`config.mk`:
```
export PLATFORM = sky130hd
export DESIGN_NAME = lane_top
export DESIGN_NICKNAME = d
export VERILOG_FILES = /design/src/source/lane_pkg.sv /design/src/source/lane_top.sv /design/src/source/lane_alu.sv /design/src/source/lane_vrf.sv /design/src/source/lane_sequencer.sv /design/src/source/lane_csr.sv
export VERILOG_INCLUDE_DIRS = /design/src /design/src/source
export SDC_FILE = /design/constraint.sdc
export NUM_CORES = 2
export LEC_CHECK = 0
export BUFFER_PORTS_ARGS = -buffer_cell sky130_fd_sc_hd__buf_2
export CORE_ASPECT_RATIO = 2
export CORE_MARGIN = 2
export CORE_UTILIZATION = 48
export CTS_CLUSTER_SIZE = 24
export DETAILED_ROUTE_END_ITERATION = 10
export GPL_TIMING_DRIVEN = 0
export SETUP_SLACK_MARGIN = 0.4
export SYNTH_ARGS = -nofsm -noshare
export SYNTH_HDL_FRONTEND = slang
export SYNTH_SLANG_ARGS = --single-unit
```
`constraint.sdc`:
```
create_clock -name clk_i -period 8.09 [get_ports clk_i]
set_input_delay 0.809 -clock clk_i [delete_from_list [all_inputs] [get_ports clk_i]]
set_output_delay 0.809 -clock clk_i [all_outputs]
set_load 0.03 [all_outputs]
```
`src/source/lane_defs.svh`:
```
// Vector lane sizing macros

`ifndef LANE_DEFS_SVH
`define LANE_DEFS_SVH

//////////////////////////////////////////////////
// Datapath
//////////////////////////////////////////////////

// Element width in bits
`define LANE_ELEN     32

//////////////////////////////////////////////////
// Register file geometry
//////////////////////////////////////////////////

`define LANE_NR_VREGS 8
// Elements held per vector register
`define LANE_VLMAX    8
// Element address is vreg * VLMAX + element index
`define LANE_ADDR_W   6
// Wide enough for vl = VLMAX
`define LANE_VL_W     4

`endif
```
`src/source/lane_pkg.sv`:
```
// Vector lane types

`include "lane_defs.svh"

package lane_pkg;

  typedef logic [`LANE_ELEN-1:0]              elen_t;
  typedef logic [`LANE_ADDR_W-1:0]            vaddr_t;
  typedef logic [$clog2(`LANE_NR_VREGS)-1:0]  vreg_t;
  typedef logic [1:0]                         vid_t;

  // Fixed-point rounding modes
  typedef enum logic [1:0] {RNU, RNE, RDN, ROD} vxrm_e;

  typedef enum logic [2:0] {OP_ADD, OP_SUB, OP_SADDU, OP_AADDU, OP_STORE} lane_op_e;

  typedef enum logic [1:0] {SEQ_IDLE, SEQ_EXEC, SEQ_DRAIN} seq_state_e;

  // Request from the main sequencer
  typedef struct packed {
    lane_op_e               op;
    vid_t                   id;
    vreg_t                  vd;
    vreg_t                  vs1;
    vreg_t                  vs2;
    logic [`LANE_VL_W-1:0]  vl;
  } pe_req_t;

  typedef struct packed {
    logic valid;
    vid_t id;
  } pe_resp_t;

  // One element handed to the ALU
  typedef struct packed {
    lane_op_e op;
    elen_t    a;
    elen_t    b;
    vaddr_t   addr;
  } alu_issue_t;

  typedef struct packed {
    vaddr_t addr;
    elen_t  data;
  } vrf_wr_t;

  typedef struct packed {
    vxrm_e vxrm;
    logic  clr_sat;
  } csr_wr_t;

endpackage

```
`src/source/lane_top.sv`:
```
// Vector lane top level

`timescale 1ns/1ps

module lane_top import lane_pkg::*; (
  input  logic     clk_i,
  input  logic     rst_ni,
  // Main sequencer
  input  pe_req_t  pe_req_i,
  input  logic     pe_req_valid_i,
  output logic     pe_req_ready_o,
  output pe_resp_t pe_resp_o,
  // Store unit
  output elen_t    stu_operand_o,
  output logic     stu_operand_valid_o,
  input  logic     stu_operand_ready_i,
  // Load unit
  input  logic     ldu_req_i,
  input  vrf_wr_t  ldu_wr_i,
  output logic     ldu_gnt_o,
  // Control registers
  input  logic     csr_we_i,
  input  csr_wr_t  csr_wr_i,
  output logic     vxsat_o,
  output vxrm_e    vxrm_o
);

  vaddr_t     rd_addr_a, rd_addr_b;
  elen_t      rd_data_a, rd_data_b;
  logic       issue_valid;
  alu_issue_t issue;
  logic       wb_valid;
  vrf_wr_t    wb;
  logic       sat_set;

  lane_sequencer i_sequencer (
    .clk_i, .rst_ni, .pe_req_i, .pe_req_valid_i, .pe_req_ready_o, .pe_resp_o,
    .rd_addr_a_o  (rd_addr_a),
    .rd_addr_b_o  (rd_addr_b),
    .rd_data_a_i  (rd_data_a),
    .rd_data_b_i  (rd_data_b),
    .issue_valid_o(issue_valid),
    .issue_o      (issue),
    .stu_operand_o, .stu_operand_valid_o, .stu_operand_ready_i
  );

  lane_vrf i_vrf (
    .clk_i, .rst_ni,
    .rd_addr_a_i(rd_addr_a), .rd_addr_b_i(rd_addr_b),
    .rd_data_a_o(rd_data_a), .rd_data_b_o(rd_data_b),
    .wb_valid_i (wb_valid),  .wb_i       (wb),
    .ldu_req_i, .ldu_wr_i, .ldu_gnt_o
  );

  lane_alu i_alu (
    .clk_i, .rst_ni,
    .issue_valid_i(issue_valid), .issue_i(issue), .vxrm_i(vxrm_o),
    .wb_valid_o   (wb_valid),    .wb_o   (wb),    .sat_set_o(sat_set)
  );

  lane_csr i_csr (
    .clk_i, .rst_ni, .csr_we_i, .csr_wr_i,
    .sat_set_i(sat_set), .vxrm_o, .vxsat_o
  );

endmodule

```
`src/source/lane_alu.sv`:
```
// Lane integer ALU

`timescale 1ns/1ps

`include "lane_defs.svh"

module lane_alu import lane_pkg::*; (
  input  logic       clk_i,
  input  logic       rst_ni,
  // Issue from the sequencer
  input  logic       issue_valid_i,
  input  alu_issue_t issue_i,
  // Rounding mode from the CSR block
  input  vxrm_e      vxrm_i,
  // Writeback to the VRF
  output logic       wb_valid_o,
  output vrf_wr_t    wb_o,
  output logic       sat_set_o
);

  logic [`LANE_ELEN:0] sum_ext;
  elen_t               avg;
  elen_t               res;
  logic                sat;
  logic                wb_valid_q;
  logic                sat_q;
  vrf_wr_t             wb_q;

  // Unsigned sum with the carry kept
  assign sum_ext = {1'b0, issue_i.a} + {1'b0, issue_i.b};

  //////////////////////////////////////////////////
  // Averaging add rounding
  //////////////////////////////////////////////////

  always_comb begin
    avg = sum_ext[`LANE_ELEN:1];
    case (vxrm_i)
      RNU: avg = avg + elen_t'(sum_ext[0]);
      // Ties go to even
      RNE: avg = avg + elen_t'(sum_ext[0] & sum_ext[1]);
      // Jam the shifted-out bit
      ROD: avg[0] = avg[0] | sum_ext[0];
      // RDN truncates
      default: avg = sum_ext[`LANE_ELEN:1];
    endcase
  end

  //////////////////////////////////////////////////
  // Result select
  //////////////////////////////////////////////////

  always_comb begin
    res = '0;
    sat = 1'b0;
    case (issue_i.op)
      OP_ADD: res = issue_i.a + issue_i.b;
      OP_SUB: res = issue_i.a - issue_i.b;
      OP_SADDU: begin
        if (sum_ext[`LANE_ELEN]) begin
          res = '1;
          sat = 1'b1;
        end else begin
          res = sum_ext[`LANE_ELEN-1:0];
        end
      end
      OP_AADDU: res = avg;
      default: res = '0;
    endcase
  end

  always_ff @(posedge clk_i or negedge rst_ni) begin
    if (!rst_ni) begin
      wb_valid_q <= 1'b0;
      sat_q      <= 1'b0;
    end else begin
      wb_valid_q <= issue_valid_i;
      sat_q      <= issue_valid_i & sat;
    end
  end

  always_ff @(posedge clk_i) begin
    if (issue_valid_i) begin
      wb_q.addr <= issue_i.addr;
      wb_q.data <= res;
    end
  end

  assign wb_valid_o = wb_valid_q;
  assign wb_o       = wb_q;
  assign sat_set_o  = sat_q;

endmodule

```
`src/source/lane_vrf.sv`:
```
// Lane vector register file

`timescale 1ns/1ps

module lane_vrf import lane_pkg::*; (
  input  logic    clk_i,
  input  logic    rst_ni,
  // Operand reads from the sequencer
  input  vaddr_t  rd_addr_a_i,
  input  vaddr_t  rd_addr_b_i,
  output elen_t   rd_data_a_o,
  output elen_t   rd_data_b_o,
  // ALU writeback
  input  logic    wb_valid_i,
  input  vrf_wr_t wb_i,
  // Load unit writes
  input  logic    ldu_req_i,
  input  vrf_wr_t ldu_wr_i,
  output logic    ldu_gnt_o
);

  localparam int unsigned Depth = 2 ** $bits(vaddr_t);

  elen_t   mem_q [Depth];
  logic    wr_en;
  vrf_wr_t wr;

  //////////////////////////////////////////////////
  // Write arbitration
  //////////////////////////////////////////////////

  // ALU results never wait, loads take the idle slots
  assign ldu_gnt_o = ldu_req_i & ~wb_valid_i;
  assign wr_en     = wb_valid_i | ldu_req_i;
  assign wr        = wb_valid_i ? wb_i : ldu_wr_i;

  always_ff @(posedge clk_i or negedge rst_ni) begin
    if (!rst_ni) begin
      for (int i = 0; i < Depth; i++) begin
        mem_q[i] <= '0;
      end
    end else if (wr_en) begin
      mem_q[wr.addr] <= wr.data;
    end
  end

  //////////////////////////////////////////////////
  // Read ports
  //////////////////////////////////////////////////

  // Combinational, no bypass of same-cycle writes
  assign rd_data_a_o = mem_q[rd_addr_a_i];
  assign rd_data_b_o = mem_q[rd_addr_b_i];

endmodule

```
`src/source/lane_sequencer.sv`:
```
// Lane instruction sequencer

`timescale 1ns/1ps

`include "lane_defs.svh"

module lane_sequencer import lane_pkg::*; (
  input  logic       clk_i,
  input  logic       rst_ni,
  // Main sequencer
  input  pe_req_t    pe_req_i,
  input  logic       pe_req_valid_i,
  output logic       pe_req_ready_o,
  output pe_resp_t   pe_resp_o,
  // VRF read ports
  output vaddr_t     rd_addr_a_o,
  output vaddr_t     rd_addr_b_o,
  input  elen_t      rd_data_a_i,
  input  elen_t      rd_data_b_i,
  // ALU issue
  output logic       issue_valid_o,
  output alu_issue_t issue_o,
  // Store unit
  output elen_t      stu_operand_o,
  output logic       stu_operand_valid_o,
  input  logic       stu_operand_ready_i
);

  seq_state_e            state_q, state_d;
  pe_req_t               req_q;
  logic [`LANE_VL_W-1:0] cnt_q, cnt_d;
  pe_resp_t              resp_q, resp_d;
  logic                  req_hs, in_exec, is_store, last_elem, advance;

  // Flat element address inside the register file
  function automatic vaddr_t elem_addr(vreg_t vreg, logic [`LANE_VL_W-1:0] idx);
    return vaddr_t'(vreg * `LANE_VLMAX + idx);
  endfunction

  assign pe_req_ready_o = (state_q == SEQ_IDLE);
  assign req_hs         = pe_req_valid_i & pe_req_ready_o;
  assign in_exec        = (state_q == SEQ_EXEC);
  assign is_store       = (req_q.op == OP_STORE);
  assign last_elem      = (cnt_q == req_q.vl - 1'b1);

  assign rd_addr_a_o = elem_addr(req_q.vs1, cnt_q);
  assign rd_addr_b_o = elem_addr(req_q.vs2, cnt_q);

  //////////////////////////////////////////////////
  // Element dispatch
  //////////////////////////////////////////////////

  assign issue_valid_o = in_exec & ~is_store;
  assign issue_o.op    = req_q.op;
  assign issue_o.a     = rd_data_a_i;
  assign issue_o.b     = rd_data_b_i;
  assign issue_o.addr  = elem_addr(req_q.vd, cnt_q);

  // Stores stream operand b, held until the handshake
  assign stu_operand_o       = rd_data_b_i;
  assign stu_operand_valid_o = in_exec & is_store;

  assign advance = in_exec & (~is_store | stu_operand_ready_i);

  always_comb begin
    state_d      = state_q;
    cnt_d        = cnt_q;
    resp_d.valid = 1'b0;
    resp_d.id    = req_q.id;
    case (state_q)
      SEQ_IDLE: begin
        if (req_hs) begin
          cnt_d = '0;
          if (pe_req_i.vl == '0) begin
            resp_d.valid = 1'b1;
            resp_d.id    = pe_req_i.id;
          end else begin
            state_d = SEQ_EXEC;
          end
        end
      end
      SEQ_EXEC: begin
        if (advance) begin
          cnt_d = cnt_q + 1'b1;
          if (last_elem) begin
            // Stores finish at the last handshake
            if (is_store) begin
              resp_d.valid = 1'b1;
              state_d      = SEQ_IDLE;
            end else begin
              state_d = SEQ_DRAIN;
            end
          end
        end
      end
      // Last writeback is in flight this cycle
      SEQ_DRAIN: begin
        resp_d.valid = 1'b1;
        state_d      = SEQ_IDLE;
      end
      default: state_d = SEQ_IDLE;
    endcase
  end

  always_ff @(posedge clk_i or negedge rst_ni) begin
    if (!rst_ni) begin
      state_q <= SEQ_IDLE;
      cnt_q   <= '0;
      resp_q  <= '0;
    end else begin
      state_q <= state_d;
      cnt_q   <= cnt_d;
      resp_q  <= resp_d;
    end
  end

  always_ff @(posedge clk_i) begin
    if (req_hs) begin
      req_q <= pe_req_i;
    end
  end

  assign pe_resp_o = resp_q;

endmodule

```
`src/source/lane_csr.sv`:
```
// Lane control registers

`timescale 1ns/1ps

module lane_csr import lane_pkg::*; (
  input  logic    clk_i,
  input  logic    rst_ni,
  // Write strobe from the control side
  input  logic    csr_we_i,
  input  csr_wr_t csr_wr_i,
  // Saturation events from the ALU
  input  logic    sat_set_i,
  output vxrm_e   vxrm_o,
  output logic    vxsat_o
);

  vxrm_e vxrm_q;
  logic  vxsat_q;

  always_ff @(posedge clk_i or negedge rst_ni) begin
    if (!rst_ni) begin
      vxrm_q  <= RNU;
      vxsat_q <= 1'b0;
    end else begin
      if (csr_we_i) begin
        vxrm_q <= csr_wr_i.vxrm;
      end
      // Sticky flag, a new saturation beats a clear
      if (sat_set_i) begin
        vxsat_q <= 1'b1;
      end else if (csr_we_i && csr_wr_i.clr_sat) begin
        vxsat_q <= 1'b0;
      end
    end
  end

  assign vxrm_o  = vxrm_q;
  assign vxsat_o = vxsat_q;

endmodule

```
==> run summary, run 1 <==
Mapped Nets - 9762
pin count of the biggest net entering global routing - 176
clock sinks - 2118
post-synthesis mux area share - 0.160
number of I/O port buffers - 105
Area after DPL - 0.107 mm^2
Post-Syn Area - 0.102 mm^2
Error - [ERROR GRT-0116] Global routing finished with congestion. Check the congestion regions in the DRC Viewer.
Cells after Synth - 9619
I/O pin cnt - 106
number of synthesized flops with an enable pin - 56
Post-Synth Simple-Gate Area - 0.109
Compound-Gate Fraction of Synth Area - 0.145
Ys Warns - 0
failing step - global routing (5_1_grt)
sequential element share of the synthesized area - 0.525
combinational family with the most area after synthesis - multiplexers
grt ovf - 40
FF+latch count, synth - 2118
Post-synth top flop - dfrtp_1
syn_area_per_cell - 10.6 um^2
deepest clock path buffer count - 4
routability cong. - 1.24
H-tree levels - 4
clock root buffer - clkbuf_16
Post-Synth Adder-Cell Area - 0.00976
Synth cell types - 100
total CTS buffers - 200
first-pass GRT wire length - 952 mm
vias in the first global route - 102276
# rows - 238
overall global routing resource usage - 0.654
Synth Area in XOR/XNOR - 0.0101
DP HPWL - 470 mm
Initial Util - 0.483
placed cells - 12575
die height - 654 um
Post-synth ARST share - 0.974
outcome - stopped before the end
DIE WIDTH - 329 um
==> logic make-up after synthesis <==
family,after synthesis
buffers and inverters,950
multiplexers,869
AND/OR/NAND/NOR,2793
adder cells (fa/ha/maj),78
AO/OA/AOI/OAI,2694
XOR/XNOR,117
flip-flops,2118
==> routing by layer <==
layer / overflow / GRT usage
met5: 0 / 0.160
met4: 21 / 0.631
met3: 0 / 0.443
met2: 19 / 0.868
met1: 0 / 0.658
==> per-stage QoR <==
stage	setup TNS (ns)	worst slack (ns)	hold WS [ns]
2_1_floorplan	0	0.970	0.404
3_3_place_gp	-	-39.55	0.455
3_5_place_dp	-175.90	-5.93	0.460
4_1_cts	0	0.401	0.0769
==> synthesized netlist by cell type (all sizes together) (56+ instances only) <==
master	count	area (um^2)
clkbuf	693	2600
a21oi	1265	6330
edfxtp	56	1680
nand2	1200	4500
mux2i	222	2220
ha	76	951
xnor2	75	657
o21ai	1030	5150
dfrtp	2062	51600
mux4	597	13500
nor2	1331	5000
inv	57	214
buf	196	1300
a22oi	71	538
==> repair_timing <==
action	in CTS
gates cloned	1
pin swaps	22
buffers inserted	109
gates resized for setup	704
hold buffers	1
setup endpoints to repair	56
hold endpoints to repair	42
==> run 2: changes to the inputs <==
--- a/config.mk
+++ b/config.mk
@@ -7,13 +7,11 @@
 export NUM_CORES = 2
 export LEC_CHECK = 0
 export BUFFER_PORTS_ARGS = -buffer_cell sky130_fd_sc_hd__buf_2
-export CORE_ASPECT_RATIO = 2
 export CORE_MARGIN = 2
-export CORE_UTILIZATION = 48
-export CTS_CLUSTER_SIZE = 24
+export CORE_UTILIZATION = 33
 export DETAILED_ROUTE_END_ITERATION = 10
 export GPL_TIMING_DRIVEN = 0
-export SETUP_SLACK_MARGIN = 0.4
+export PLACE_DENSITY_LB_ADDON = 0.15
 export SYNTH_ARGS = -nofsm -noshare
 export SYNTH_HDL_FRONTEND = slang
 export SYNTH_SLANG_ARGS = --single-unit
==> run 2 against run 1 <==
Against the previous run:
- the flow now finishes, with violations (max-capacitance violations, max-slew violations, negative setup slack)
- synthesized cell count unchanged
- synthesized area unchanged
==> run summary, run 2 <==
synth top area cells - dfrtp_1 (51%), mux4_2 (13%), a21oi_1 (6.2%), o21ai_0 (5.0%), nor2_1 (4.9%)
Post-synth top flop - dfrtp_1
Synth cell types - 100 (unchanged)
WL/cell - 41.6 um
Mapped Nets - 9762 (unchanged)
grt ovf - 0
Post-synth ARST share - 0.974 (unchanged)
Hold Path Class - input pin to flip-flop
Worst-path clk slew - 0.07 ns
syn_area_per_cell - 10.6 um^2 (unchanged)
deepest clock path buffer count - 4 (unchanged)
Post-Synth Simple-Gate Area - 0.109 (unchanged)
pin count of the biggest net entering global routing - 167
area of the multi-input gates - 0.0451 mm^2
area delta synth->final - 18.5%
commonest non-fill, non-tap cell in the layout - dfrtp_1
Ys Warns - 0 (unchanged)
clock sinks - 2118 (unchanged)
die height - 559 um (-15%)
Synth top cells by count - dfrtp_1 (2062), nor2_1 (1331), a21oi_1 (1265)
Layout Skew - 0.0960 ns
crit-path leading delay family - buffers and inverters
first-pass GRT wire length - 792 mm
DP HPWL - 457 mm (-2.7%)
Largest Register - i_vrf.mem_q
number of synthesized flops with an enable pin - 56 (unchanged)
Sequential cell area - 0.0533 mm^2
share of layout cells above drive strength 1 - 0.165
number of I/O port buffers - 105 (unchanged)
Critical Path Start Type - flip-flop
WP data arrival - 8.81 ns
combinational family with the most area after synthesis - multiplexers
worst setup path class - flip-flop to flip-flop
Post-Syn Area - 0.102 mm^2 (unchanged)
Hold Violations, Final - 0
Post-Synth Adder-Cell Area - 0.00976 (unchanged)
most used cell along the critical path - buf_4
post-synthesis mux area share - 0.160 (unchanged)
DIE WIDTH - 559 um (+70%)
failing checks - max-capacitance violations, max-slew violations, negative setup slack
Worst path max stage delay - 0.94 ns
WL final - 602 mm
area share of the largest cell type after synthesis - 0.508 (unchanged)
most frequent cells in the layout - dfrtp_1 (2058), nor2_1 (1323), a21oi_1 (1257)
nets@finish - 10266
RSZ-0062 raised after global routing - true
routability cong. - 1.12 (-9.4%)
final setup violation count - 3
Tmin final - 8.17 ns
sequential element share of the synthesized area - 0.525 (unchanged)
MaxCap Viol Count - 4
Starting DRT DRC Count - 12366
Fillers - 30090
kind of end point of the critical path - flip-flop
# rows - 203 (-15%)
final setup margin - -0.0751 ns
Slew Limit Fails - 41
Synth Area in XOR/XNOR - 0.0101 (unchanged)
total CTS buffers - 243 (+22%)
vias - 89069
core area - 0.306 mm^2
worst path bufs/invs - 5
FMAX - 122 MHz
max reg flops - 2048
DRC errors left - 0
Tcrit/Tclk final - 1.01
outcome - complete, but fails checks
Crit-path slowest cell - clkbuf_1
CTS tree - done
FF+latch count, synth - 2118 (unchanged)
ANT nets after route - 0
Worst Path Max Fanout - 10
Cells after Synth - 9619 (unchanged)
Layout Utilization - 0.393
Initial Util - 0.332 (-0.151)
overall global routing resource usage - 0.382
H-tree levels - 4 (unchanged)
cell taking the most area after synthesis - dfrtp_1
clock root buffer - clkbuf_16
slew margin rel. - -0.137
most frequent cell after synthesis - dfrtp_1
number of vias per cell - 6.16
Pre-antenna DRT Iters - 8
Compound-Gate Fraction of Synth Area - 0.145 (unchanged)
Worst-Skew Late Latency - 0.96 ns
dpl ws - -5.48 ns (+0.448 ns)
I/O pin cnt - 106 (unchanged)
DIE AREA - 0.312 mm^2
WP data required - 8.74 ns
vias in the first global route - 85279
actual slew at the worst max-slew pin - 1.70 ns
initial antenna violation count - 60
run 2: cell counts after synthesis:
Identical to the previous run, type by type.
run 2: logic make-up (layout without fill, tap and decap cells):
kind of cell               count (synthesis)  in the layout
other                                      0             58
xor gates and xnor gates                 117            117
AOI/OAI and AO/OA                       2694           2694
muxes                                    869            869
buffers and inverters                    950           1638
adders and majority gates                 78             78
DFF                                     2118           2118
and+or+nand+nor                         2793           2793
run 2: layer usage:
metal	GRT usage	wire [um]	up-vias
met1	0.482	231000	46961
li1	-	-	35146
met4	0.265	49500	30
met2	0.544	251000	5699
met3	0.136	70300	1233
met5	0	211	-
run 2: final timing paths:
path | start | end | slack [ns] | cells after the start
min | pe_req_i[13] | i_sequencer.req_q[13] | 0.05 | 1
max reg2reg | i_sequencer.cnt_q[3] | i_alu.wb_o[30] | -0.08 | 25
max in group asynchronous | rst_ni | i_csr.vxrm_o[0] | 3.21 | 8
min reg2reg | i_alu.sat_set_o | i_csr.vxsat_o | 0.38 | 1
min in group asynchronous | rst_ni | i_vrf.mem_q[1628] | 0.43 | 2
max | i_sequencer.cnt_q[3] | i_alu.wb_o[30] | -0.08 | 25
run 2: repair_timing:
item / in CTS / in global routing
pin swaps: 17 / 11
resized for setup: 555 / 71
setup endpoints to repair: 56 / 30
setup buffers: 52 / 23
hold buffers: 7 / 0
hold endpoints to repair: 105 / 0
run 2: stage by stage:
stage | hold slack, ns | instances | TNS, ns | instance area (um^2)
2_1_floorplan | 0.404 | 9619 | 0 | 102000
3_3_place_gp | 0.456 | 13824 | - | 107000
3_5_place_dp | 0.461 | 13902 | -164.20 | 109000
4_1_cts | 0.00322 | 14385 | 0 | 120000
5_1_grt | 0.0407 | 14410 | -0.0661 | 120000
6_report | 0.0493 | 14465 | -0.169 | 120000
run 2: final cells by class:
class | count | area share
timing repair buffer | 267 | 0.0225
tap | 4100 | 0.0426
antenna | 58 | 0.00121
sequential | 2118 | 0.443
buffer | 883 | 0.0462
multi-input combinational | 6551 | 0.375
clock inverter | 74 | 0.00839
clock buffer | 355 | 0.0591
inverter | 59 | 0.00193
run 2: worst reg2reg max path, stage by stage (launching register included):
cell       delay, ns
dfrtp_4         0.64
ha_1            0.46
buf_4           0.25
buf_4           0.39
clkbuf_1        0.80
clkbuf_1        0.94
nor2_1          0.13
a21oi_1         0.20
a22o_1          0.42
and3_1          0.38
and3_1          0.32
a21oi_1         0.11
xnor2_1         0.17
ha_1            0.38
nand2_1         0.12
nor2_1          0.23
nand4_1         0.28
a2111oi_4       0.27
buf_4           0.22
o21bai_1        0.13
a21oi_2         0.23
o21ai_2         0.12
o21ai_2         0.21
a31oi_1         0.12
xor2_1          0.23
o221ai_1        0.16
Power of run 2 is left out: the tool's default activity adds up to more than one toggle a clock period on the data nets, which glitch-free logic cannot reach.
